`config.mk`:
```
export PLATFORM = sky130hd
export DESIGN_NAME = idu
export DESIGN_NICKNAME = d
export VERILOG_FILES = /design/src/fetch_pkg.sv /design/src/idu.sv
export SDC_FILE = /design/constraint.sdc
export NUM_CORES = 1
export LEC_CHECK = 0
export ABC_CLOCK_PERIOD_IN_PS = 8500
export BUFFER_PORTS_ARGS = -buffer_cell sky130_fd_sc_hd__buf_2
export CAP_MARGIN = 20
export CORE_ASPECT_RATIO = 0.7
export CORE_MARGIN = 2
export CORE_UTILIZATION = 53
export CTS_CLUSTER_DIAMETER = 200
export CTS_CLUSTER_SIZE = 30
export DETAILED_ROUTE_END_ITERATION = 7
export GPL_ROUTABILITY_DRIVEN = 0
export GPL_TIMING_DRIVEN = 0
export PLACE_DENSITY = 0.86
export RECOVER_POWER = 50
export SETUP_SLACK_MARGIN = 0.4
export SYNTH_ARGS = -nofsm -noshare
export SYNTH_HDL_FRONTEND = slang
export SYNTH_SLANG_ARGS = --single-unit
```
`constraint.sdc`:
```
create_clock -name clk -period 8.5 [get_ports clk]
set_clock_uncertainty 0.1 [all_clocks]
set_input_delay 1.7 -clock clk [delete_from_list [all_inputs] [get_ports clk]]
set_output_delay 1.7 -clock clk [all_outputs]
set_load 0.005 [all_outputs]
```
`src/fetch_pkg.sv`:
```
package fetch_pkg;

    localparam int xlen       = 32;
    localparam int imem_depth = 1024;              // words of program memory
    localparam int imem_aw    = 10;                // word index, pc[11:2]
    localparam int apb_aw     = 13;
    localparam int reg_aw     = 5;                 // x0..x31

    localparam logic [xlen-1:0] reset_pc = 32'h8000_0000;

    // host register map
    localparam logic [apb_aw-1:0] ctrl_addr = 13'h1000;   // bit 0 run
    localparam logic [apb_aw-1:0] pc_addr   = 13'h1004;   // next fetch pc, read only

    // rv32i major opcodes
    localparam logic [6:0] op_lui    = 7'b0110111;
    localparam logic [6:0] op_auipc  = 7'b0010111;
    localparam logic [6:0] op_jal    = 7'b1101111;
    localparam logic [6:0] op_jalr   = 7'b1100111;
    localparam logic [6:0] op_branch = 7'b1100011;
    localparam logic [6:0] op_load   = 7'b0000011;
    localparam logic [6:0] op_store  = 7'b0100011;
    localparam logic [6:0] op_imm    = 7'b0010011;
    localparam logic [6:0] op_reg    = 7'b0110011;

    typedef enum logic [2:0] {
        cls_alu_reg,
        cls_alu_imm,
        cls_load,
        cls_store,
        cls_branch,
        cls_upper,   // lui and auipc
        cls_jump,
        cls_illegal
    } inst_class_e;

    // format views, msb first as in the isa manual
    typedef struct packed {
        logic [6:0]        funct7;
        logic [reg_aw-1:0] rs2;
        logic [reg_aw-1:0] rs1;
        logic [2:0]        funct3;
        logic [reg_aw-1:0] rd;
        logic [6:0]        opcode;
    } r_fmt_t;

    typedef struct packed {
        logic [11:0]       imm_11_0;
        logic [reg_aw-1:0] rs1;
        logic [2:0]        funct3;
        logic [reg_aw-1:0] rd;
        logic [6:0]        opcode;
    } i_fmt_t;

    typedef struct packed {
        logic [6:0]        imm_11_5;
        logic [reg_aw-1:0] rs2;
        logic [reg_aw-1:0] rs1;
        logic [2:0]        funct3;
        logic [4:0]        imm_4_0;
        logic [6:0]        opcode;
    } s_fmt_t;

    typedef struct packed {
        logic              imm_12;
        logic [5:0]        imm_10_5;
        logic [reg_aw-1:0] rs2;
        logic [reg_aw-1:0] rs1;
        logic [2:0]        funct3;
        logic [3:0]        imm_4_1;
        logic              imm_11;     // odd placement, bit 7
        logic [6:0]        opcode;
    } b_fmt_t;

    typedef struct packed {
        logic [19:0]       imm_31_12;
        logic [reg_aw-1:0] rd;
        logic [6:0]        opcode;
    } u_fmt_t;

    typedef struct packed {
        logic              imm_20;
        logic [9:0]        imm_10_1;
        logic              imm_11;
        logic [7:0]        imm_19_12;
        logic [reg_aw-1:0] rd;
        logic [6:0]        opcode;
    } j_fmt_t;

    typedef union packed {
        logic [xlen-1:0] raw;
        r_fmt_t          r_fmt;
        i_fmt_t          i_fmt;
        s_fmt_t          s_fmt;
        b_fmt_t          b_fmt;
        u_fmt_t          u_fmt;
        j_fmt_t          j_fmt;
    } inst_u;

endpackage

```
`src/idu.sv`:
```
module idu (
    input  logic                          clk,
    input  logic                          rst,
    // from fetch
    input  logic                          valid,
    output logic                          ready,
    input  logic [fetch_pkg::xlen-1:0]     pc,
    input  fetch_pkg::inst_u              inst,
    // redirect to fetch
    output logic                          jump_en,
    output logic [fetch_pkg::xlen-1:0]     jump_pc,
    // decoded output
    output logic                          out_valid,
    input  logic                          out_ready,
    output logic [fetch_pkg::xlen-1:0]     out_pc,
    output fetch_pkg::inst_class_e        out_class,
    output logic [fetch_pkg::reg_aw-1:0]   out_rd,
    output logic [fetch_pkg::reg_aw-1:0]   out_rs1,
    output logic [fetch_pkg::reg_aw-1:0]   out_rs2,
    output logic [fetch_pkg::xlen-1:0]     out_imm,
    output logic                          out_illegal
);
    import fetch_pkg::*;

    logic [6:0]        opcode;
    logic              xfer;
    logic [xlen-1:0]   i_imm;
    logic [xlen-1:0]   s_imm;
    logic [xlen-1:0]   b_imm;
    logic [xlen-1:0]   u_imm;
    logic [xlen-1:0]   j_imm;
    inst_class_e       cls;
    logic [reg_aw-1:0] rd;
    logic [reg_aw-1:0] rs1;
    logic [reg_aw-1:0] rs2;
    logic [xlen-1:0]   imm;
    logic              illegal;

    // single entry stage, accept when empty or draining
    assign ready = !out_valid || out_ready;
    assign xfer  = valid && ready;

    assign opcode = inst.r_fmt.opcode;   // same bits in every view

    // sign extended immediates per format
    assign i_imm = {{20{inst.i_fmt.imm_11_0[11]}}, inst.i_fmt.imm_11_0};
    assign s_imm = {{20{inst.s_fmt.imm_11_5[6]}}, inst.s_fmt.imm_11_5, inst.s_fmt.imm_4_0};
    assign b_imm = {{19{inst.b_fmt.imm_12}}, inst.b_fmt.imm_12, inst.b_fmt.imm_11,
                    inst.b_fmt.imm_10_5, inst.b_fmt.imm_4_1, 1'b0};
    assign u_imm = {inst.u_fmt.imm_31_12, 12'b0};
    assign j_imm = {{11{inst.j_fmt.imm_20}}, inst.j_fmt.imm_20, inst.j_fmt.imm_19_12,
                    inst.j_fmt.imm_11, inst.j_fmt.imm_10_1, 1'b0};

    always_comb begin
        cls     = cls_illegal;
        rd      = '0;     // unused fields read as zero
        rs1     = '0;
        rs2     = '0;
        imm     = '0;
        illegal = 1'b0;
        case (opcode)
            op_reg: begin
                cls = cls_alu_reg;
                rd  = inst.r_fmt.rd;
                rs1 = inst.r_fmt.rs1;
                rs2 = inst.r_fmt.rs2;
            end
            op_imm, op_load, op_jalr: begin   // all i-type
                cls = (opcode == op_imm)  ? cls_alu_imm :
                      (opcode == op_load) ? cls_load : cls_jump;
                rd  = inst.i_fmt.rd;
                rs1 = inst.i_fmt.rs1;
                imm = i_imm;
            end
            op_store: begin
                cls = cls_store;
                rs1 = inst.s_fmt.rs1;
                rs2 = inst.s_fmt.rs2;
                imm = s_imm;
            end
            op_branch: begin
                cls = cls_branch;
                rs1 = inst.b_fmt.rs1;
                rs2 = inst.b_fmt.rs2;
                imm = b_imm;
            end
            op_lui, op_auipc: begin
                cls = cls_upper;
                rd  = inst.u_fmt.rd;
                imm = u_imm;
            end
            op_jal: begin
                cls = cls_jump;
                rd  = inst.j_fmt.rd;
                imm = j_imm;
            end
            default: illegal = 1'b1;   // cls stays illegal, imm zero
        endcase
    end

    // jal resolved here, jalr needs a register so it never redirects
    assign jump_en = xfer && (opcode == op_jal);
    assign jump_pc = pc + j_imm;

    always_ff @(posedge clk) begin
        if (rst) begin
            out_valid <= 1'b0;
        end else if (ready) begin
            out_valid <= valid;
        end
    end

    // payload only moves on handoff
    always_ff @(posedge clk) begin
        if (xfer) begin
            out_pc      <= pc;
            out_class   <= cls;
            out_rd      <= rd;
            out_rs1     <= rs1;
            out_rs2     <= rs2;
            out_imm     <= imm;
            out_illegal <= illegal;
        end
    end

    assert property (@(posedge clk) disable iff (rst)
        out_valid && !out_ready |=> out_valid
            && $stable({out_pc, out_class, out_rd, out_rs1, out_rs2, out_imm, out_illegal}));

endmodule

```
==> results of run 1 <==
power breakdown:
| group | internal (W) | switching [W] |
|---|---|---|
| Combinational | 0.000105 | 0.000142 |
| Clock | 0.000230 | 0.000162 |
| Sequential | 0.000482 | 0.00000587 |
layout make-up:
| cell class | count | area (µm²) |
|---|---|---|
| inverter | 12 | 45.0 |
| sequential | 84 | 2510 |
| tap | 124 | 155 |
| timing repair buffer | 184 | 862 |
| fill | 715 | 2810 |
| clock inverter | 6 | 72.6 |
| buffer | 23 | 114 |
| clock buffer | 10 | 229 |
| multi-input combinational | 318 | 2130 |
critical path: stages:
cell and delay [ns]:
buf_2 0.13, ha_1 0.24, fa_1 0.42, a21oi_1 0.22
o211ai_1 0.15, a41oi_1 0.35, o221ai_1 0.26, a31oi_1 0.43
o21ai_1 0.16, xor2_1 0.16, buf_2 0.14
registers in the layout, summed over array words and instances (netlist names):
| register | count |
|---|---|
| out_rs1 | 5 |
| out_illegal | 1 |
| out_class | 3 |
| out_pc | 32 |
| out_rs2 | 5 |
| out_valid | 1 |
| out_imm | 32 |
| out_rd | 5 |
placed cells by master, fill, tap and decap left out, types with 19 or more instances in the layout:
cell type and n:
clkbuf_1 81, o21ai_0 19, nand2_1 47, ha_1 30
edfxtp_1 83, nor2_1 27, and2_1 23, a21oi_1 30
buf_2 122, a21o_1 19
cells by family after synthesis:
kind of cell	count (synthesis)	share of synthesized area, %
AOI/OAI and AO/OA	115	16.4
xor gates and xnor gates	28	5.11
adders and majority gates	31	8.24
buffers and inverters	35	3.31
DFF	84	52.4
muxes	1	0.209
and+or+nand+nor	143	14.4
per-layer routing:
metal / wire [µm] / GRT usage [%] / vias to the layer above / share of wire (%)
li1: - / - / 2016 / -
met1: 5450 / 34.0 / 1955 / 44
met2: 5780 / 41.5 / 240 / 46
met3: 1020 / 6.69 / 24 / 8.2
met4: 201 / 8.11 / 0 / 1.6
met5: 0 / 0 / - / 0
worst min-delay path by stage:
stage	end	cells past startpoint	slack (ns)
after floorplan	out_valid	2	0.42
after global placement	out_valid	2	0.38
after detailed placement	out_valid	2	0.43
after CTS	out_valid	2	0.44
after global routing	out_valid	2	0.46
final	out_valid	2	0.43
per-stage QoR:
stage | hold slack, ns | setup slack, ns
2_1_floorplan | 0.422 | 2.59
3_3_place_gp | 0.381 | 1.82
4_1_cts | 0.441 | 2.37
6_report | 0.433 | 2.34
3_5_place_dp | 0.431 | 2.39
5_1_grt | 0.459 | 2.15
==> out/metrics.yaml, run 1 <==
finish:
  final_net_count: 731
  final_cells: 761
  design_area_um2: 6120
  antenna_cells: 0
  final_util_pct: 68.5
  layout-drive-gt1-share_pct: 23.5
  syn_to_final_growth_pct: 27.5
worst_setup_path:
  worstPathArrival_ns: 4.36
  worst-setup-path-type: "in2out"
  rr_startpoint: "out_valid"
  start_kind: "input port"
  timing.rr.end: "out_pc[23]"
  crit_start: "inst[21]"
  critPathMaxFanout: 4
  critical_path.endpoint: "jump_pc[27]"
  cp.required_ns: 6.70
  reg2reg_slack_ns: 5.62
  reg2regPathDepth: 3
  end_kind: "output pin"
hold_path:
  hold_start: "out_valid"
  hold_path.class: "reg2reg"
timing:
  finalHoldViolations: 0
  worst_slew_pin_slew_ns: 2.28
  tns_ns: 0
  post-route-period-util_pct: 72.4
  max_freq_ghz: 0.162
  timing.slew.headroom_pct: -52.4
  finalSetupViolCount: 0
  rsz0062_at_grt: "no"
  fin_crit_ns: 6.16
  slew_violations: 32
synthesis:
  postSynthAreaPerCell_um2: 11.0
  synth_flop_cell: "edfxtp_1"
  async_flop_share_pct: 0
  syn_inst: 437
  synth_cell_type_count: 50
  synthTopCellsByCount: "edfxtp_1, nand2_1, a21oi_1, ha_1, nor2_1"
  synth_top_area_cell: "edfxtp_1"
  syn_nets: 536
  synth_top_area_share_pct: 51.9
  synth_warnings: 0
  synth.area.top_cells: "edfxtp_1, ha_1, nand2_1, xnor2_1, a21oi_1"
  synth_most_common_cell: "edfxtp_1"
  syn-cell-area_um2: 4800
  ys_seq_area_share_pct: 52.4
  ys_ff_latch: 84
  synth_edf_count: 83
die:
  die_h_um: 83.6
  row_count: 29
  core-area_um2: 8930
  io_pins: 186
  dieWidth_um: 118
  start_util_pct: 53.8
  dieArea_um2: 9840
pwr:
  p_leak_nw: 2.65
  pwr_density_cell_nw_per_um2: 184
  ir_drop_mv: 0.116
  power_w: 0.00113
clocking:
  cts_max_level: 3
  numCtsBuffers: 9
  post_cts_resize_count: 0
  clk_pin_slew_ns: 0.06
  cts_buffer_depth: 2
  cts_tree: "built"
  clock_tree.root_cell: "clkbuf_16"
  cts_sinks: 84
  cts_setup_buffers: 0
  clkLatencyLatePin_ns: 0.34
  cts_hold_buf: 0
placement:
  port_buffers: 183
  dpl.hpwl_um: 9650
  dpl_cell_area_um2: 5900
  dpl.cell_count: 745
flow_run:
  cap_violations: 1
drt:
  wire_per_inst_um: 16.4
  num_vias: 4235
  dr.pass1.iters: 5
  routed_wl_um: 12500
  via_per_inst: 5.57
  first_iter_violations: 380
  ant_nets: 0
  drc: 0
global_routing:
  antenna_found_initial: 0
  grt_pass1_wl_um: 20100
  globalRoute.totalOverflow: 0
  grtUsageTotal_pct: 25.7
  grt_pass1_vias: 4155
  grt_max_degree: 54
status:
  violations: "max-capacitance violations, max-slew violations"
  status: "complete, but fails checks"
(Power assumes the default switching activity.)
==> run 2: changes to the inputs <==
--- a/config.mk
+++ b/config.mk
@@ -5,18 +5,18 @@
 export SDC_FILE = /design/constraint.sdc
 export NUM_CORES = 1
 export LEC_CHECK = 0
-export ABC_CLOCK_PERIOD_IN_PS = 8500
+export ABC_CLOCK_PERIOD_IN_PS = 5400
 export BUFFER_PORTS_ARGS = -buffer_cell sky130_fd_sc_hd__buf_2
 export CAP_MARGIN = 20
 export CORE_ASPECT_RATIO = 0.7
 export CORE_MARGIN = 2
-export CORE_UTILIZATION = 53
+export CORE_UTILIZATION = 45
 export CTS_CLUSTER_DIAMETER = 200
 export CTS_CLUSTER_SIZE = 30
 export DETAILED_ROUTE_END_ITERATION = 7
 export GPL_ROUTABILITY_DRIVEN = 0
 export GPL_TIMING_DRIVEN = 0
-export PLACE_DENSITY = 0.86
+export PLACE_DENSITY = 0.78
 export RECOVER_POWER = 50
 export SETUP_SLACK_MARGIN = 0.4
 export SYNTH_ARGS = -nofsm -noshare
==> constraint.sdc (replaced) <==
create_clock -name clk -period 5.4 [get_ports clk]
set_clock_uncertainty 0.1 [all_clocks]
set_input_delay 1.08 -clock clk [delete_from_list [all_inputs] [get_ports clk]]
set_output_delay 1.08 -clock clk [all_outputs]
set_load 0.005 [all_outputs]
==> run 2 against run 1 <==
The flow now finishes without violations; clock-buffer cell count did not move; combinational power rose by 59%; clock power rose by 71%; total power rose by 62%; sequential power rose by 57%; critical path depth did not move; hold slack got worse by 0.0063 ns; global-route usage fell by 3.5 points; final cell count rose by 1.2%; critical path type unchanged; critical endpoint unchanged; highest routed layer unchanged.
==> out/metrics.yaml, run 2 (synthesis results as in run 1) <==
status:
  status: "finished clean"
global_routing:
  grt_pass1_vias: 3991
  grt_max_degree: 50
  globalRoute.totalOverflow: 0
  grtUsageTotal_pct: 22.2
  grt_pass1_wl_um: 20200
  antenna_found_initial: 0
finish:
  layout_commonest_cell: "buf_2"
  fillers: 883
  syn_to_final_growth_pct: 28.6
  final_net_count: 732
  design_area_um2: 6170
  antenna_cells: 0
  layout-drive-gt1-share_pct: 24.6
  layout_common_cells: "buf_2, edfxtp_1, clkbuf_1"
  reg_top3: "out_imm x32, out_pc x32"
die:
  start_util_pct: 46.3
  core-area_um2: 10400
  die_h_um: 90.4
  io_pins: 186
  dieWidth_um: 127
  row_count: 31
  dieArea_um2: 11500
worst_setup_path:
  crit_chain: "buf_2, ha_1, fa_1, a21oi_1, o211ai_1, a41oi_2, o221ai_1, a31oi_2, o21ai_1, xor2_1, buf_2"
  worstPathArrival_ns: 3.66
  start_kind: "input port"
  cp_top_family: "compound AO/OA/AOI/OAI gates"
  end_kind: "output pin"
  cp.required_ns: 4.22
  reg2reg_slack_ns: 3.72
  worst-setup-path-type: "in2out"
  critPathMaxFanout: 4
  path_buf_inv: 2
  cpPeakStageDelay_ns: 0.43
  cp_common_cell: "buf_2"
  crit_path_top_delay_cell: "fa_1"
clocking:
  cts_sinks: 84
  clk_pin_slew_ns: 0.06
  cts_buffer_depth: 2
  cts_hold_buf: 0
  cts_tree: "built"
  clkLatencyLatePin_ns: 0.33
  cts_max_level: 3
  clock_tree.root_cell: "clkbuf_16"
  numCtsBuffers: 9
placement:
  port_buffers: 183
  dpl.hpwl_um: 9950
  dpl_cell_area_um2: 5900
drt:
  dr.pass1.iters: 5
  routed_wl_um: 12800
  via_per_inst: 5.41
  wire_per_inst_um: 16.7
  first_iter_violations: 277
  drc: 0
  ant_nets: 0
  num_vias: 4167
hold_path:
  hold_path.class: "reg2reg"
flow_run:
  cap_violations: 0
timing:
  hold_ws_ns: 0.426
  timing.slew.headroom_pct: 65.1
  max_freq_ghz: 0.206
  post-route-period-util_pct: 89.7
  fin_crit_ns: 4.84
  finalHoldViolations: 0
  worst_slew_pin_slew_ns: 0.520
  slew_violations: 0
  finalSetupViolCount: 0
  rsz0062_at_grt: "no"
pwr:
  p_leak_nw: 2.68
  ir_drop_mv: 0.193
  pwr_density_cell_nw_per_um2: 296
[run 2: worst reg2reg max path: cells and delay by family, from the launching register on]
kind | cells | cell delay (ns)
buf+inv | 1 | 0.33
flops | 1 | 0.31
simple gates | 2 | 0.58
[run 2: per-stage QoR]
stage | power, W | TNS (ns) | setup WS, ns | instances | util [%]
final | 0.00183 | 0 | 0.555 | 770 | 59.6
after global routing | 0.00192 | 0 | 0.420 | 770 | 59.6
after CTS | 0.00185 | 0 | 0.417 | 769 | 60.1
after detailed placement | 0.00117 | 0 | 0.439 | 753 | 57.0
after global placement | 0.00116 | -0.0600 | -0.0600 | 752 | 56.8
after floorplan | 0.00100 | 0 | 0.728 | 437 | -
[run 2: metal layers]
layer  share of wire [%]  track usage (%)  wire (µm)
met3                 8.7             6.75       1120
met5                   0                0          0
met1                  46             30.7       5850
met2                  45             34.5       5740
met4                0.90             4.67        115
[run 2: cell type report]
class                      count  area [µm²]  area share (%)
multi-input combinational    318        2140            34.7
sequential                    84        2510            40.7
clock buffer                  10         229            3.71
tap                          132         165            2.68
inverter                      12        45.0           0.730
timing repair buffer         185         866            14.0
buffer                        23         114            1.85
clock inverter                 6        96.3            1.56
[run 2: what timing repair did]
| item | in CTS | in global routing |
|---|---|---|
| endpoints found under the setup margin | 0 | 2 |
| buffers inserted | 0 | 1 |
| gates resized for setup | 0 | 2 |
[run 2: where the power goes]
group,internal [W],leakage (nW),switching (W)
combinational,0.000168,1.71,0.000225
sequential,0.000757,0.816,0.00000978
clock,0.000411,0.155,0.000258
[run 2: path summary, 6_finish.rpt]
path	startpoint	endpoint	cells after the start
max	inst[21]	jump_pc[27]	11
min	out_valid	out_valid	2
max reg2reg	out_valid	out_imm[13]	3
min reg2reg	out_valid	out_valid	2
