<file path="src/fetch_pkg.sv">
package fetch_pkg;

    localparam int xlen       = 32;
    localparam int imem_depth = 1024;              // words of program memory
    localparam int imem_aw    = 10;                // word index, pc[11:2]
    localparam int apb_aw     = 13;
    localparam int reg_aw     = 5;                 // x0..x31

    localparam logic [xlen-1:0] reset_pc = 32'h8000_0000;

    // host register map
    localparam logic [apb_aw-1:0] ctrl_addr = 13'h1000;   // bit 0 run
    localparam logic [apb_aw-1:0] pc_addr   = 13'h1004;   // next fetch pc, read only

    // rv32i major opcodes
    localparam logic [6:0] op_lui    = 7'b0110111;
    localparam logic [6:0] op_auipc  = 7'b0010111;
    localparam logic [6:0] op_jal    = 7'b1101111;
    localparam logic [6:0] op_jalr   = 7'b1100111;
    localparam logic [6:0] op_branch = 7'b1100011;
    localparam logic [6:0] op_load   = 7'b0000011;
    localparam logic [6:0] op_store  = 7'b0100011;
    localparam logic [6:0] op_imm    = 7'b0010011;
    localparam logic [6:0] op_reg    = 7'b0110011;

    typedef enum logic [2:0] {
        cls_alu_reg,
        cls_alu_imm,
        cls_load,
        cls_store,
        cls_branch,
        cls_upper,   // lui and auipc
        cls_jump,
        cls_illegal
    } inst_class_e;

    // format views, msb first as in the isa manual
    typedef struct packed {
        logic [6:0]        funct7;
        logic [reg_aw-1:0] rs2;
        logic [reg_aw-1:0] rs1;
        logic [2:0]        funct3;
        logic [reg_aw-1:0] rd;
        logic [6:0]        opcode;
    } r_fmt_t;

    typedef struct packed {
        logic [11:0]       imm_11_0;
        logic [reg_aw-1:0] rs1;
        logic [2:0]        funct3;
        logic [reg_aw-1:0] rd;
        logic [6:0]        opcode;
    } i_fmt_t;

    typedef struct packed {
        logic [6:0]        imm_11_5;
        logic [reg_aw-1:0] rs2;
        logic [reg_aw-1:0] rs1;
        logic [2:0]        funct3;
        logic [4:0]        imm_4_0;
        logic [6:0]        opcode;
    } s_fmt_t;

    typedef struct packed {
        logic              imm_12;
        logic [5:0]        imm_10_5;
        logic [reg_aw-1:0] rs2;
        logic [reg_aw-1:0] rs1;
        logic [2:0]        funct3;
        logic [3:0]        imm_4_1;
        logic              imm_11;     // odd placement, bit 7
        logic [6:0]        opcode;
    } b_fmt_t;

    typedef struct packed {
        logic [19:0]       imm_31_12;
        logic [reg_aw-1:0] rd;
        logic [6:0]        opcode;
    } u_fmt_t;

    typedef struct packed {
        logic              imm_20;
        logic [9:0]        imm_10_1;
        logic              imm_11;
        logic [7:0]        imm_19_12;
        logic [reg_aw-1:0] rd;
        logic [6:0]        opcode;
    } j_fmt_t;

    typedef union packed {
        logic [xlen-1:0] raw;
        r_fmt_t          r_fmt;
        i_fmt_t          i_fmt;
        s_fmt_t          s_fmt;
        b_fmt_t          b_fmt;
        u_fmt_t          u_fmt;
        j_fmt_t          j_fmt;
    } inst_u;

endpackage

</file>
<file path="src/ifu.sv">
module ifu (
    input  logic                         clk,
    input  logic                         rst,
    input  logic                         run,
    // sram read port
    output logic                         rd_en,
    output logic [fetch_pkg::imem_aw-1:0] rd_index,
    input  logic [fetch_pkg::xlen-1:0]    rd_data,
    // to decode
    output logic                         valid,
    input  logic                         ready,
    output logic [fetch_pkg::xlen-1:0]    pc,
    output fetch_pkg::inst_u             inst,
    // redirect from decode
    input  logic                         jump_en,
    input  logic [fetch_pkg::xlen-1:0]    jump_pc,
    output logic [fetch_pkg::xlen-1:0]    fetch_pc
);
    import fetch_pkg::*;

    typedef enum logic [1:0] {
        idle,
        fetch,         // request out to sram
        wait_ready     // capture word then offer it to decode
    } state_e;

    state_e state;
    state_e state_nxt;
    logic   xfer;
    logic   capture;

    assign xfer    = valid && ready;
    assign capture = (state == wait_ready) && !valid;   // rd_data good this cycle

    // one outstanding read with the index wrapping in memory
    assign rd_en    = (state == fetch);
    assign rd_index = pc[imem_aw+1:2];
    assign fetch_pc = pc;   // next pc once idle

    always_comb begin
        state_nxt = state;
        case (state)
            idle: begin
                if (run) begin
                    state_nxt = fetch;
                end
            end
            fetch: begin
                state_nxt = wait_ready;   // run drop here still finishes the word
            end
            wait_ready: begin
                if (xfer) begin
                    state_nxt = run ? fetch : idle;
                end
            end
            default: state_nxt = idle;
        endcase
    end

    always_ff @(posedge clk) begin
        if (rst) begin
            state <= idle;
            valid <= 1'b0;
            pc    <= reset_pc;
        end else begin
            state <= state_nxt;
            if (capture) begin
                valid <= 1'b1;
            end else if (xfer) begin
                valid <= 1'b0;
                pc    <= jump_en ? jump_pc : pc + xlen'(4);   // jal wins over pc+4
            end
        end
    end

    // word in flight
    always_ff @(posedge clk) begin
        if (capture) begin
            inst.raw <= rd_data;
        end
    end

    // offered word holds until decode takes it
    assert property (@(posedge clk) disable iff (rst)
        valid && !ready |=> valid && $stable(pc) && $stable(inst));

endmodule

</file>
<file path="config.mk">
export PLATFORM = sky130hd
export DESIGN_NAME = ifu
export DESIGN_NICKNAME = d
export VERILOG_FILES = /design/src/fetch_pkg.sv /design/src/ifu.sv
export SDC_FILE = /design/constraint.sdc
export NUM_CORES = 1
export LEC_CHECK = 0
export BUFFER_PORTS_ARGS = -buffer_cell sky130_fd_sc_hd__buf_2
export CAP_MARGIN = 5
export CORE_ASPECT_RATIO = 1.1
export CORE_MARGIN = 10
export CORE_UTILIZATION = 45
export CTS_CLUSTER_SIZE = 14
export DETAILED_ROUTE_END_ITERATION = 6
export PLACE_DENSITY = 0.76
export SLEW_MARGIN = 20
export SYNTH_ARGS = -nofsm -noshare
export SYNTH_HDL_FRONTEND = slang
export SYNTH_SLANG_ARGS = --single-unit
</file>
<file path="constraint.sdc">
create_clock -name clk -period 3.7 [get_ports clk]
set_clock_uncertainty 0.1 [all_clocks]
set_input_delay 0.185 -clock clk [delete_from_list [all_inputs] [get_ports clk]]
set_output_delay 0.185 -clock clk [all_outputs]
set_load 0.05 [all_outputs]
</file>
==> results of run 1 <==
-- cells in the final DEF, fill, tap and decap left out, types with 5 or more instances in the layout --
master,count
a21oi_1,23
inv_1,5
nor3_1,7
a31oi_1,14
nand2_1,33
and3_1,9
buf_2,176
clkbuf_8,9
or4_1,7
dfxtp_1,35
nand4_1,8
edfxtp_1,32
o31ai_1,5
nand3_1,24
dlygate4sd3_1,35
nor2_1,27
o21ai_0,13
-- worst max-delay path by stage --
stage / end / slack, ns / cells after the start / startpoint
final: fetch_pc[30] / 1.09 / 5 / fetch_pc[5]
after global routing: fetch_pc[28] / 0.99 / 5 / fetch_pc[5]
after global placement: fetch_pc[30] / 1.22 / 5 / fetch_pc[5]
after CTS: fetch_pc[30] / 1.10 / 5 / fetch_pc[5]
after detailed placement: fetch_pc[30] / 1.13 / 5 / fetch_pc[5]
after floorplan: fetch_pc[30] / 0.98 / 7 / fetch_pc[5]
-- cell type report --
type                    instances  area [um2]  share of cell area [%]
diodes                          1       2.502                 0.05454
clock buffers                   9       123.9                   2.700
clock inverters                 7       92.59                   2.018
inverters                       6       22.52                  0.4909
multi-input cells             227        1315                   28.66
flip-flops and latches         67        1662                   36.21
well taps                      87       108.9                   2.373
repair buffers                215        1261                   27.49
-- logic make-up after synthesis --
family                     Yosys count  share of synthesized area, %
AOI/OAI and AO/OA                   87                         16.66
xor gates and xnor gates             2                        0.5150
adders and majority gates            1                        0.3677
buffers and inverters               71                         12.58
DFF                                 67                         48.84
muxes                                4                         1.214
and+or+nand+nor                    133                         19.82
-- power groups by stage --
stage / clock (mW) / sequential [mW] / combinational [mW]
2_1_floorplan: 0 / 0.916 / 0.111
3_3_place_gp: 0 / 0.839 / 0.257
3_5_place_dp: 0 / 0.840 / 0.260
4_1_cts: 0.672 / 0.824 / 0.290
5_1_grt: 0.712 / 0.828 / 0.310
6_report: 0.659 / 0.824 / 0.290
-- metal layers --
layer / up-vias / track usage [%]
met1: 1543 / 22.81
li1: 1633 / -
met2: 170 / 30.68
met5: - / 0
met3: 12 / 6.733
met4: 0 / 5.664
-- worst max-delay path: cells and delay by family (launching register included) --
family | cells | cell delay [ns]
simple gates | 3 | 1.59
flops | 1 | 0.50
compound gates | 2 | 0.34
-- state kept, by name, summed over array words and instances, names as in the netlist --
register	flops
inst	32
valid	1
state	2
fetch_pc	32
-- metrics by stage --
step / power [mW] / cells / area (um2)
after floorplan: 1.027 / 365 / 3402
after global placement: 1.097 / 567 / 4019
after detailed placement: 1.101 / 567 / 4019
after CTS: 1.786 / 618 / 4586
after global routing: 1.849 / 619 / 4588
final: 1.773 / 619 / 4588
==> flow_summary.ini, run 1 <==
[worst_hold_path]
hold-path-cell-count = 3
hold_start = jump_pc[21]
min_path_type = input port to register
holdPathEnd = fetch_pc[21]

[critical_path]
cp_common_cell = or4_1
regToRegStartpoint = fetch_pc[5]
cp_slowest_cell = or4_1
crit_chain = nand4_1 -> or4_1 -> or4_1 -> a21o_1 -> a31oi_1
crit_arrival_ns = 2.77
path_class = register to register
cp.required_ns = 3.87
worstPathMaxFanout = 11
timing.rr.end = fetch_pc[30]
rrSetupSlack_ns = 1.09
end_kind = register
cp-start-kind = register
ff2ff_path_depth = 5
worst_path_largest_cell_delay_ns = 0.75

[drt]
drt-initial-drc-count = 166
drtAntennaViolNets = 0
vias_per_cell = 5.425
routedWlPerCell_um = 18.05
routed_wl_um = 11170
met3RoutedLength_um = 1115
met2_length_um = 5074
vias = 3358
drc_errors = 0
firstDrtPassIters = 5
met1_length_um = 4838
top_layer = met4

[synth]
synthMostInstantiatedCell = buf_4
synthesis.area_mm2 = 0.003402
synth_flop_cell = dfxtp_1
synth_seq_area_share_pct = 48.84
synth_top_area_share_pct = 28.25
netlist_top_cells_area = edfxtp_1 28%, dfxtp_1 21%, buf_4 9.3%, nand2_1 3.6%, nand3_1 3.5%
synth_top_cells_by_count = 42 x buf_4, 35 x dfxtp_1, 33 x nand2_1
synth_cell_types = 46
syn_inst = 365
synth_seq_cells = 67
synth_edf_count = 32
syn_nets = 435
synth_top_cell_by_area = edfxtp_1
async_reset_ff_share_pct = 0
yosysWarnings = 0
postSynthAreaPerCell_um2 = 9.321

[cts]
clk_path_buf_depth = 2
cts_root_buf = clkbuf_8
clk_latency_ns = 0.35
cts_hold_buf = 35
cts.htree.levels = 3
cts_setup_buffers = 0
numCtsBuffers = 9
clock_sinks = 67
cts_tree = done
clkTransAtPathRegs_ns = 0.08
cts_resized = 0

[sta]
tightest_slew_ns = 0.9608
finalWorstSetupSlack_ns = 1.093
min_period_over_period_pct = 70.45
fmaxAchievable_ghz = 0.3836
hold_viol_final = 0
hold_ws_ns = 0.02077
finalCriticalPeriod_ns = 2.607
final-setup-viol-count = 0
rsz0062_at_grt = no
max-slew-margin-rel_pct = 35.95
final.setup.tns_ns = 0
slew_viol_final = 0

[pwr]
p_leak_nw = 1.993
p_clk_share_pct = 37.2
p_sw_share_pct = 28.03
power_density_mw_per_mm2 = 386.5
power.net_switching_uw = 497.0
vdd.ir_drop.worst_v = 0.0001826
p_comb_share_pct = 16.4
seq_power_share_pct = 46.5
p_int_mw = 1.276

[finish]
fillCellCount = 610
layout-drive-gt1-share_pct = 37.48
final_core_util_pct = 62.08
syn_to_final_growth_pct = 34.87
nNetsFinal = 596

[placed_design]
portBuffers = 176
post-place-ws_ns = 1.135
place_hpwl_um = 7952
gp_congestion = 0.8207

[floorplanning]
start_util_pct = 46.03
core_mm2 = 0.007391
die_h_um = 111.2
die_w_um = 102.9
rows = 33
io_pins = 177
dieArea_mm2 = 0.01144

[global_routing]
grt_pass1_wl_um = 17520
grt_max_degree = 60
grt_pass1_vias = 3357
gr-total-overflow = 0
track_usage_pct = 18.97
antenna_found_initial = 1

[outcome]
status = completed

[flow_run]
maxCapViolations = 0
Power figures use the tool's default switching activity.
==> run 2, diff against run 1 <==
- clock period: 3.7 -> 2.55 ns (I/O delays scaled with it)
==> run 2 against run 1 <==
Effect of this change:
- combinational power rose by 50%
- largest cell class unchanged
- global-route usage grew 0.75 points
- routed wire length grew 4.9%
- fmax is 14% higher
- register-to-register slack worse by 0.82 ns
- critical endpoint unchanged
- utilization increased by 1.6 points
- first-iteration DRC count rose by 9.0%
- sequential share of layout area down 0.72 points
- total power grew 47%
==> flow_summary.ini, run 2 (synthesis results as in run 1) <==
[sta]
final-setup-viol-count = 0
finalCriticalPeriod_ns = 2.281
min_period_over_period_pct = 89.47
hold_viol_final = 0
rsz0062_at_grt = no
fmaxAchievable_ghz = 0.4383
max-slew-margin-rel_pct = 54.00
tightest_slew_ns = 0.6900
slew_viol_final = 0
final.setup.tns_ns = 0

[global_routing]
grt_pass1_wl_um = 18230
grt_pass1_vias = 3506
gr-total-overflow = 0
grt_max_degree = 51
antenna_found_initial = 2
track_usage_pct = 19.72

[drt]
drc_errors = 0
vias_per_cell = 5.487
routedWlPerCell_um = 18.58
drtAntennaViolNets = 0
routed_wl_um = 11720
vias = 3462
firstDrtPassIters = 7
drt-initial-drc-count = 181

[finish]
layout-drive-gt1-share_pct = 38.67
instances_no_fill = 631
fillCellCount = 604
final_core_util_pct = 63.67
fin_area_mm2 = 0.004706
nNetsFinal = 608
syn_to_final_growth_pct = 38.32
final_common_cell = buf_2
layout_common_cells = 176 x buf_2, 43 x dlygate4sd3_1, 33 x nand2_1

[floorplanning]
die_h_um = 111.2
io_pins = 177
dieArea_mm2 = 0.01144
die_w_um = 102.9
start_util_pct = 46.03
core_mm2 = 0.007391
rows = 33

[critical_path]
worst_path_largest_cell_delay_ns = 0.58
cp_top_family = simple AND/OR/NAND/NOR gates
ff2ff_path_depth = 5
end_kind = register
timing.rr.end = fetch_pc[30]
regToRegStartpoint = fetch_pc[5]
crit_arrival_ns = 2.44
cp.required_ns = 2.71
cp_common_cell = or4_1
cp-start-kind = register
cp_slowest_cell = or4_1
path_class = register to register
rrSetupSlack_ns = 0.27
path_buf_inv = 0
worstPathMaxFanout = 11
crit_chain = nand4_1 -> or4_1 -> or4_1 -> a21o_1 -> a31oi_1

[worst_hold_path]
min_path_type = input port to register
holdPathEnd = fetch_pc[25]
hold_start = jump_pc[25]
hold-path-cell-count = 3

[cts]
clkTransAtPathRegs_ns = 0.09
cts.htree.levels = 3
cts_resized = 0
clk_path_buf_depth = 2
cts_root_buf = clkbuf_8
clock_sinks = 67
numCtsBuffers = 9
cts_tree = done
clk_latency_ns = 0.34

[placed_design]
place_hpwl_um = 8220
dp_cells = 571
portBuffers = 176
gp_congestion = 0.8061
placed_cell_area_mm2 = 0.004058

[pwr]
seq_power_share_pct = 45.8
vdd.ir_drop.worst_v = 0.0002939
p_comb_share_pct = 16.7
p_int_mw = 1.864
p_leak_nw = 2.057
power.net_switching_uw = 747.7
p_sw_share_pct = 28.63
p_clk_share_pct = 37.5
power_density_mw_per_mm2 = 554.9

[outcome]
status = completed

[flow_run]
maxCapViolations = 0
[run 2: cell count changes in the layout (fill, tap and decap cells not counted), sizes merged]
cell         delta
buf             +4
clkinv          +1
clkinvlp        -2
dlygate4sd3     +8
inv             +1
[run 2: what timing repair did]
action | 4_1_cts | 5_1_grt
endpoints found under the setup margin | 0 | 0
hold endpoints to repair | 43 | 0
hold buffers | 43 | 0
setup buffers | 0 | 0
[run 2: how the worst max path moves through the flow]
stage | from | to | depth (start not counted)
final | fetch_pc[5] | fetch_pc[30] | 5
after global placement | fetch_pc[5] | fetch_pc[30] | 5
after detailed placement | fetch_pc[5] | fetch_pc[30] | 5
after global routing | fetch_pc[5] | fetch_pc[29] | 6
after floorplan | fetch_pc[12] | fetch_pc[30] | 6
after CTS | fetch_pc[5] | fetch_pc[30] | 5
[run 2: stage by stage]
stage	hold slack [ns]	worst slack, ns	power [mW]
2_1_floorplan	0.1264	-0.02173	1.490
3_3_place_gp	0.2044	0.3649	1.595
3_5_place_dp	0.2064	0.3172	1.601
4_1_cts	0.005854	0.2842	2.621
5_1_grt	0.01642	0.1513	2.710
6_report	0.01229	0.2686	2.611
[run 2: power by group through the flow]
stage                     logic (mW)  registers, mW  clock network [mW]
after CTS                      0.436           1.20               0.990
after global placement         0.377           1.22                   0
after detailed placement       0.381           1.22                   0
after global routing           0.467           1.20                1.04
final                          0.435           1.20               0.980
after floorplan                0.161           1.33                   0
[run 2: cell type report]
class / instances / area (um2) / area share (%)
Clock inverter: 7 / 91.34 / 1.941
Timing Repair Buffer: 227 / 1371 / 29.14
Antenna cell: 1 / 2.502 / 0.05318
Sequential cell: 67 / 1670 / 35.50
Clock buffer: 9 / 123.9 / 2.632
Tap cell: 87 / 108.9 / 2.313
Inverter: 6 / 22.52 / 0.4786
Multi-Input combinational cell: 227 / 1315 / 27.94
[run 2: worst reg2reg max path, cell delays in order, from the launching register on]
cell and delay [ns]:
dfxtp_2 0.43, nand4_1 0.24, or4_1 0.58, or4_1 0.51
a21o_1 0.19, a31oi_1 0.15
[run 2: per-layer routing]
layer  global-route usage, %  vias to the layer above  share of wire [%]
li1                        -                     1665                  -
met1                   23.20                     1611                 41
met2                   32.59                      174                 48
met3                   7.606                       10                 10
met4                   4.735                        2               0.75
met5                       0                        -               0.17
==> run 3, diff against run 2 <==
- clock period: 2.55 -> 2.3 ns (I/O delays scaled with it)
==> run 3 against run 2 <==
Effect of this change:
- die area did not move
- total power rose by 15%
- critical path depth did not move
- flip-flop and latch count did not move
- sequential share of layout area fell by 0.72 points
- count of clock-buffer cells in the layout rose by 1
- non-clock buffer count rose by 10
- largest cell class unchanged
- design area rose by 2.8%
- clock power rose by 20%
- register-to-register slack got worse by 0.17 ns
- sequential power rose by 10%
- final cell count rose by 1.6%
==> flow_summary.ini, run 3 (synthesis results as in run 1) <==
[worst_hold_path]
hold_start = jump_pc[10]
hold-path-cell-count = 5
min_path_type = input port to register
holdPathEnd = fetch_pc[10]

[critical_path]
ff2ff_path_depth = 5
regToRegStartpoint = fetch_pc[7]
crit_arrival_ns = 2.36
cp.required_ns = 2.46
cp_common_cell = or4_1
worst_path_largest_cell_delay_ns = 0.58
path_buf_inv = 0
worstPathMaxFanout = 7
timing.rr.end = fetch_pc[30]
rrSetupSlack_ns = 0.10
path_class = register to register
cp_slowest_cell = or4_1
crit_chain = nand4_1 -> or4_1 -> or4_1 -> a21o_1 -> a31oi_1
end_kind = register
cp_top_family = simple AND/OR/NAND/NOR gates
cp-start-kind = register

[finish]
syn_to_final_growth_pct = 42.15
fin_area_mm2 = 0.004836
nNetsFinal = 618
layout_common_cells = 176 x buf_2, 45 x dlygate4sd3_1, 33 x nand2_1
layout-drive-gt1-share_pct = 40.33
final_common_cell = buf_2

[global_routing]
grt_pass1_wl_um = 18170
gr-total-overflow = 0
antenna_found_initial = 1
grt_pass1_vias = 3398
track_usage_pct = 19.80
grt_max_degree = 44

[floorplanning]
rows = 33
io_pins = 177
start_util_pct = 46.03
core_mm2 = 0.007391
dieArea_mm2 = 0.01144
die_w_um = 102.9
die_h_um = 111.2

[cts]
clk_latency_ns = 0.34
cts_root_buf = clkbuf_8
numCtsBuffers = 9
cts_resized = 0
cts.htree.levels = 3
cts_tree = done
clock_sinks = 67
clk_path_buf_depth = 2
clkTransAtPathRegs_ns = 0.08

[drt]
firstDrtPassIters = 5
vias = 3504
drc_errors = 0
routed_wl_um = 11850
routedWlPerCell_um = 18.48
drt-initial-drc-count = 162
drtAntennaViolNets = 0
vias_per_cell = 5.466

[flow_run]
maxCapViolations = 0

[sta]
max-slew-margin-rel_pct = 53.32
slew_viol_final = 0
hold_viol_final = 0
rsz0062_at_grt = no
finalCriticalPeriod_ns = 2.198
final-setup-viol-count = 0
min_period_over_period_pct = 95.59
tightest_slew_ns = 0.7002
hold_ws_ns = 0.002241
finalWorstSetupSlack_ns = 0.1015
fmaxAchievable_ghz = 0.4549

[pwr]
vdd.ir_drop.worst_v = 0.0003212
p_clk_share_pct = 39.5
seq_power_share_pct = 44.1
p_int_mw = 2.185
p_leak_nw = 2.117
power.net_switching_uw = 814.3
power_density_mw_per_mm2 = 620.2
p_comb_share_pct = 16.5
power_mw = 2.999
p_sw_share_pct = 27.15

[placed_design]
gp_congestion = 0.8225
placed_cell_area_mm2 = 0.004141
portBuffers = 176
place_hpwl_um = 8280
post-place-ws_ns = 0.09126

[outcome]
status = completed
## run 3: worst max-delay path by stage
stage,start,endpoint,slack (ns),depth (start not counted)
6_report,fetch_pc[7],fetch_pc[30],0.10,5
3_3_place_gp,fetch_pc[7],fetch_pc[30],0.17,5
5_1_grt,fetch_pc[7],fetch_pc[30],0.003,5
4_1_cts,fetch_pc[7],fetch_pc[30],0.07,5
2_1_floorplan,fetch_pc[9],fetch_pc[30],-0.14,6
3_5_place_dp,fetch_pc[7],fetch_pc[30],0.09,5
## run 3: cell type report
cell class | instances | area, um2
Clock buffer | 10 | 127.6
Antenna cell | 1 | 2.502
Tap cell | 87 | 108.9
Clock inverter | 6 | 113.9
Sequential cell | 67 | 1682
Fill cell | 581 | 2555
Multi-Input combinational cell | 227 | 1315
Inverter | 6 | 22.52
Timing Repair Buffer | 237 | 1464
## run 3: stage by stage
stage                     instances  setup TNS [ns]  utilization [%]
after CTS                       640               0            65.40
after global placement          579               0            56.04
final                           641               0            65.43
after global routing            641               0            65.43
after floorplan                 365         -0.1430                -
after detailed placement        579               0            56.04
## run 3: metal layers
layer / wire length, um / track usage (%)
met2: 5787 / 32.97
met5: 0 / 0
met4: 135 / 5.664
met1: 4642 / 23.51
met3: 1281 / 6.297
## run 3: tightest hold or removal path, delay by kind of cell
| family | cells | cell delay, ns |
|---|---|---|
| compound gates | 2 | 0.11 |
| simple gates | 2 | 0.11 |
| buf+inv | 1 | 0.07 |
## run 3: repair_timing
action	4_1_cts	5_1_grt
setup buffers	0	0
setup endpoints to repair	0	1
hold buffers	45	0
hold endpoints to repair	45	0
## run 3: power by group through the flow
stage | registers (mW) | logic, mW | clock network (mW)
6_report | 1.32 | 0.494 | 1.18
5_1_grt | 1.33 | 0.526 | 1.26
4_1_cts | 1.32 | 0.494 | 1.21
3_5_place_dp | 1.35 | 0.432 | 0
3_3_place_gp | 1.34 | 0.426 | 0
2_1_floorplan | 1.47 | 0.179 | 0
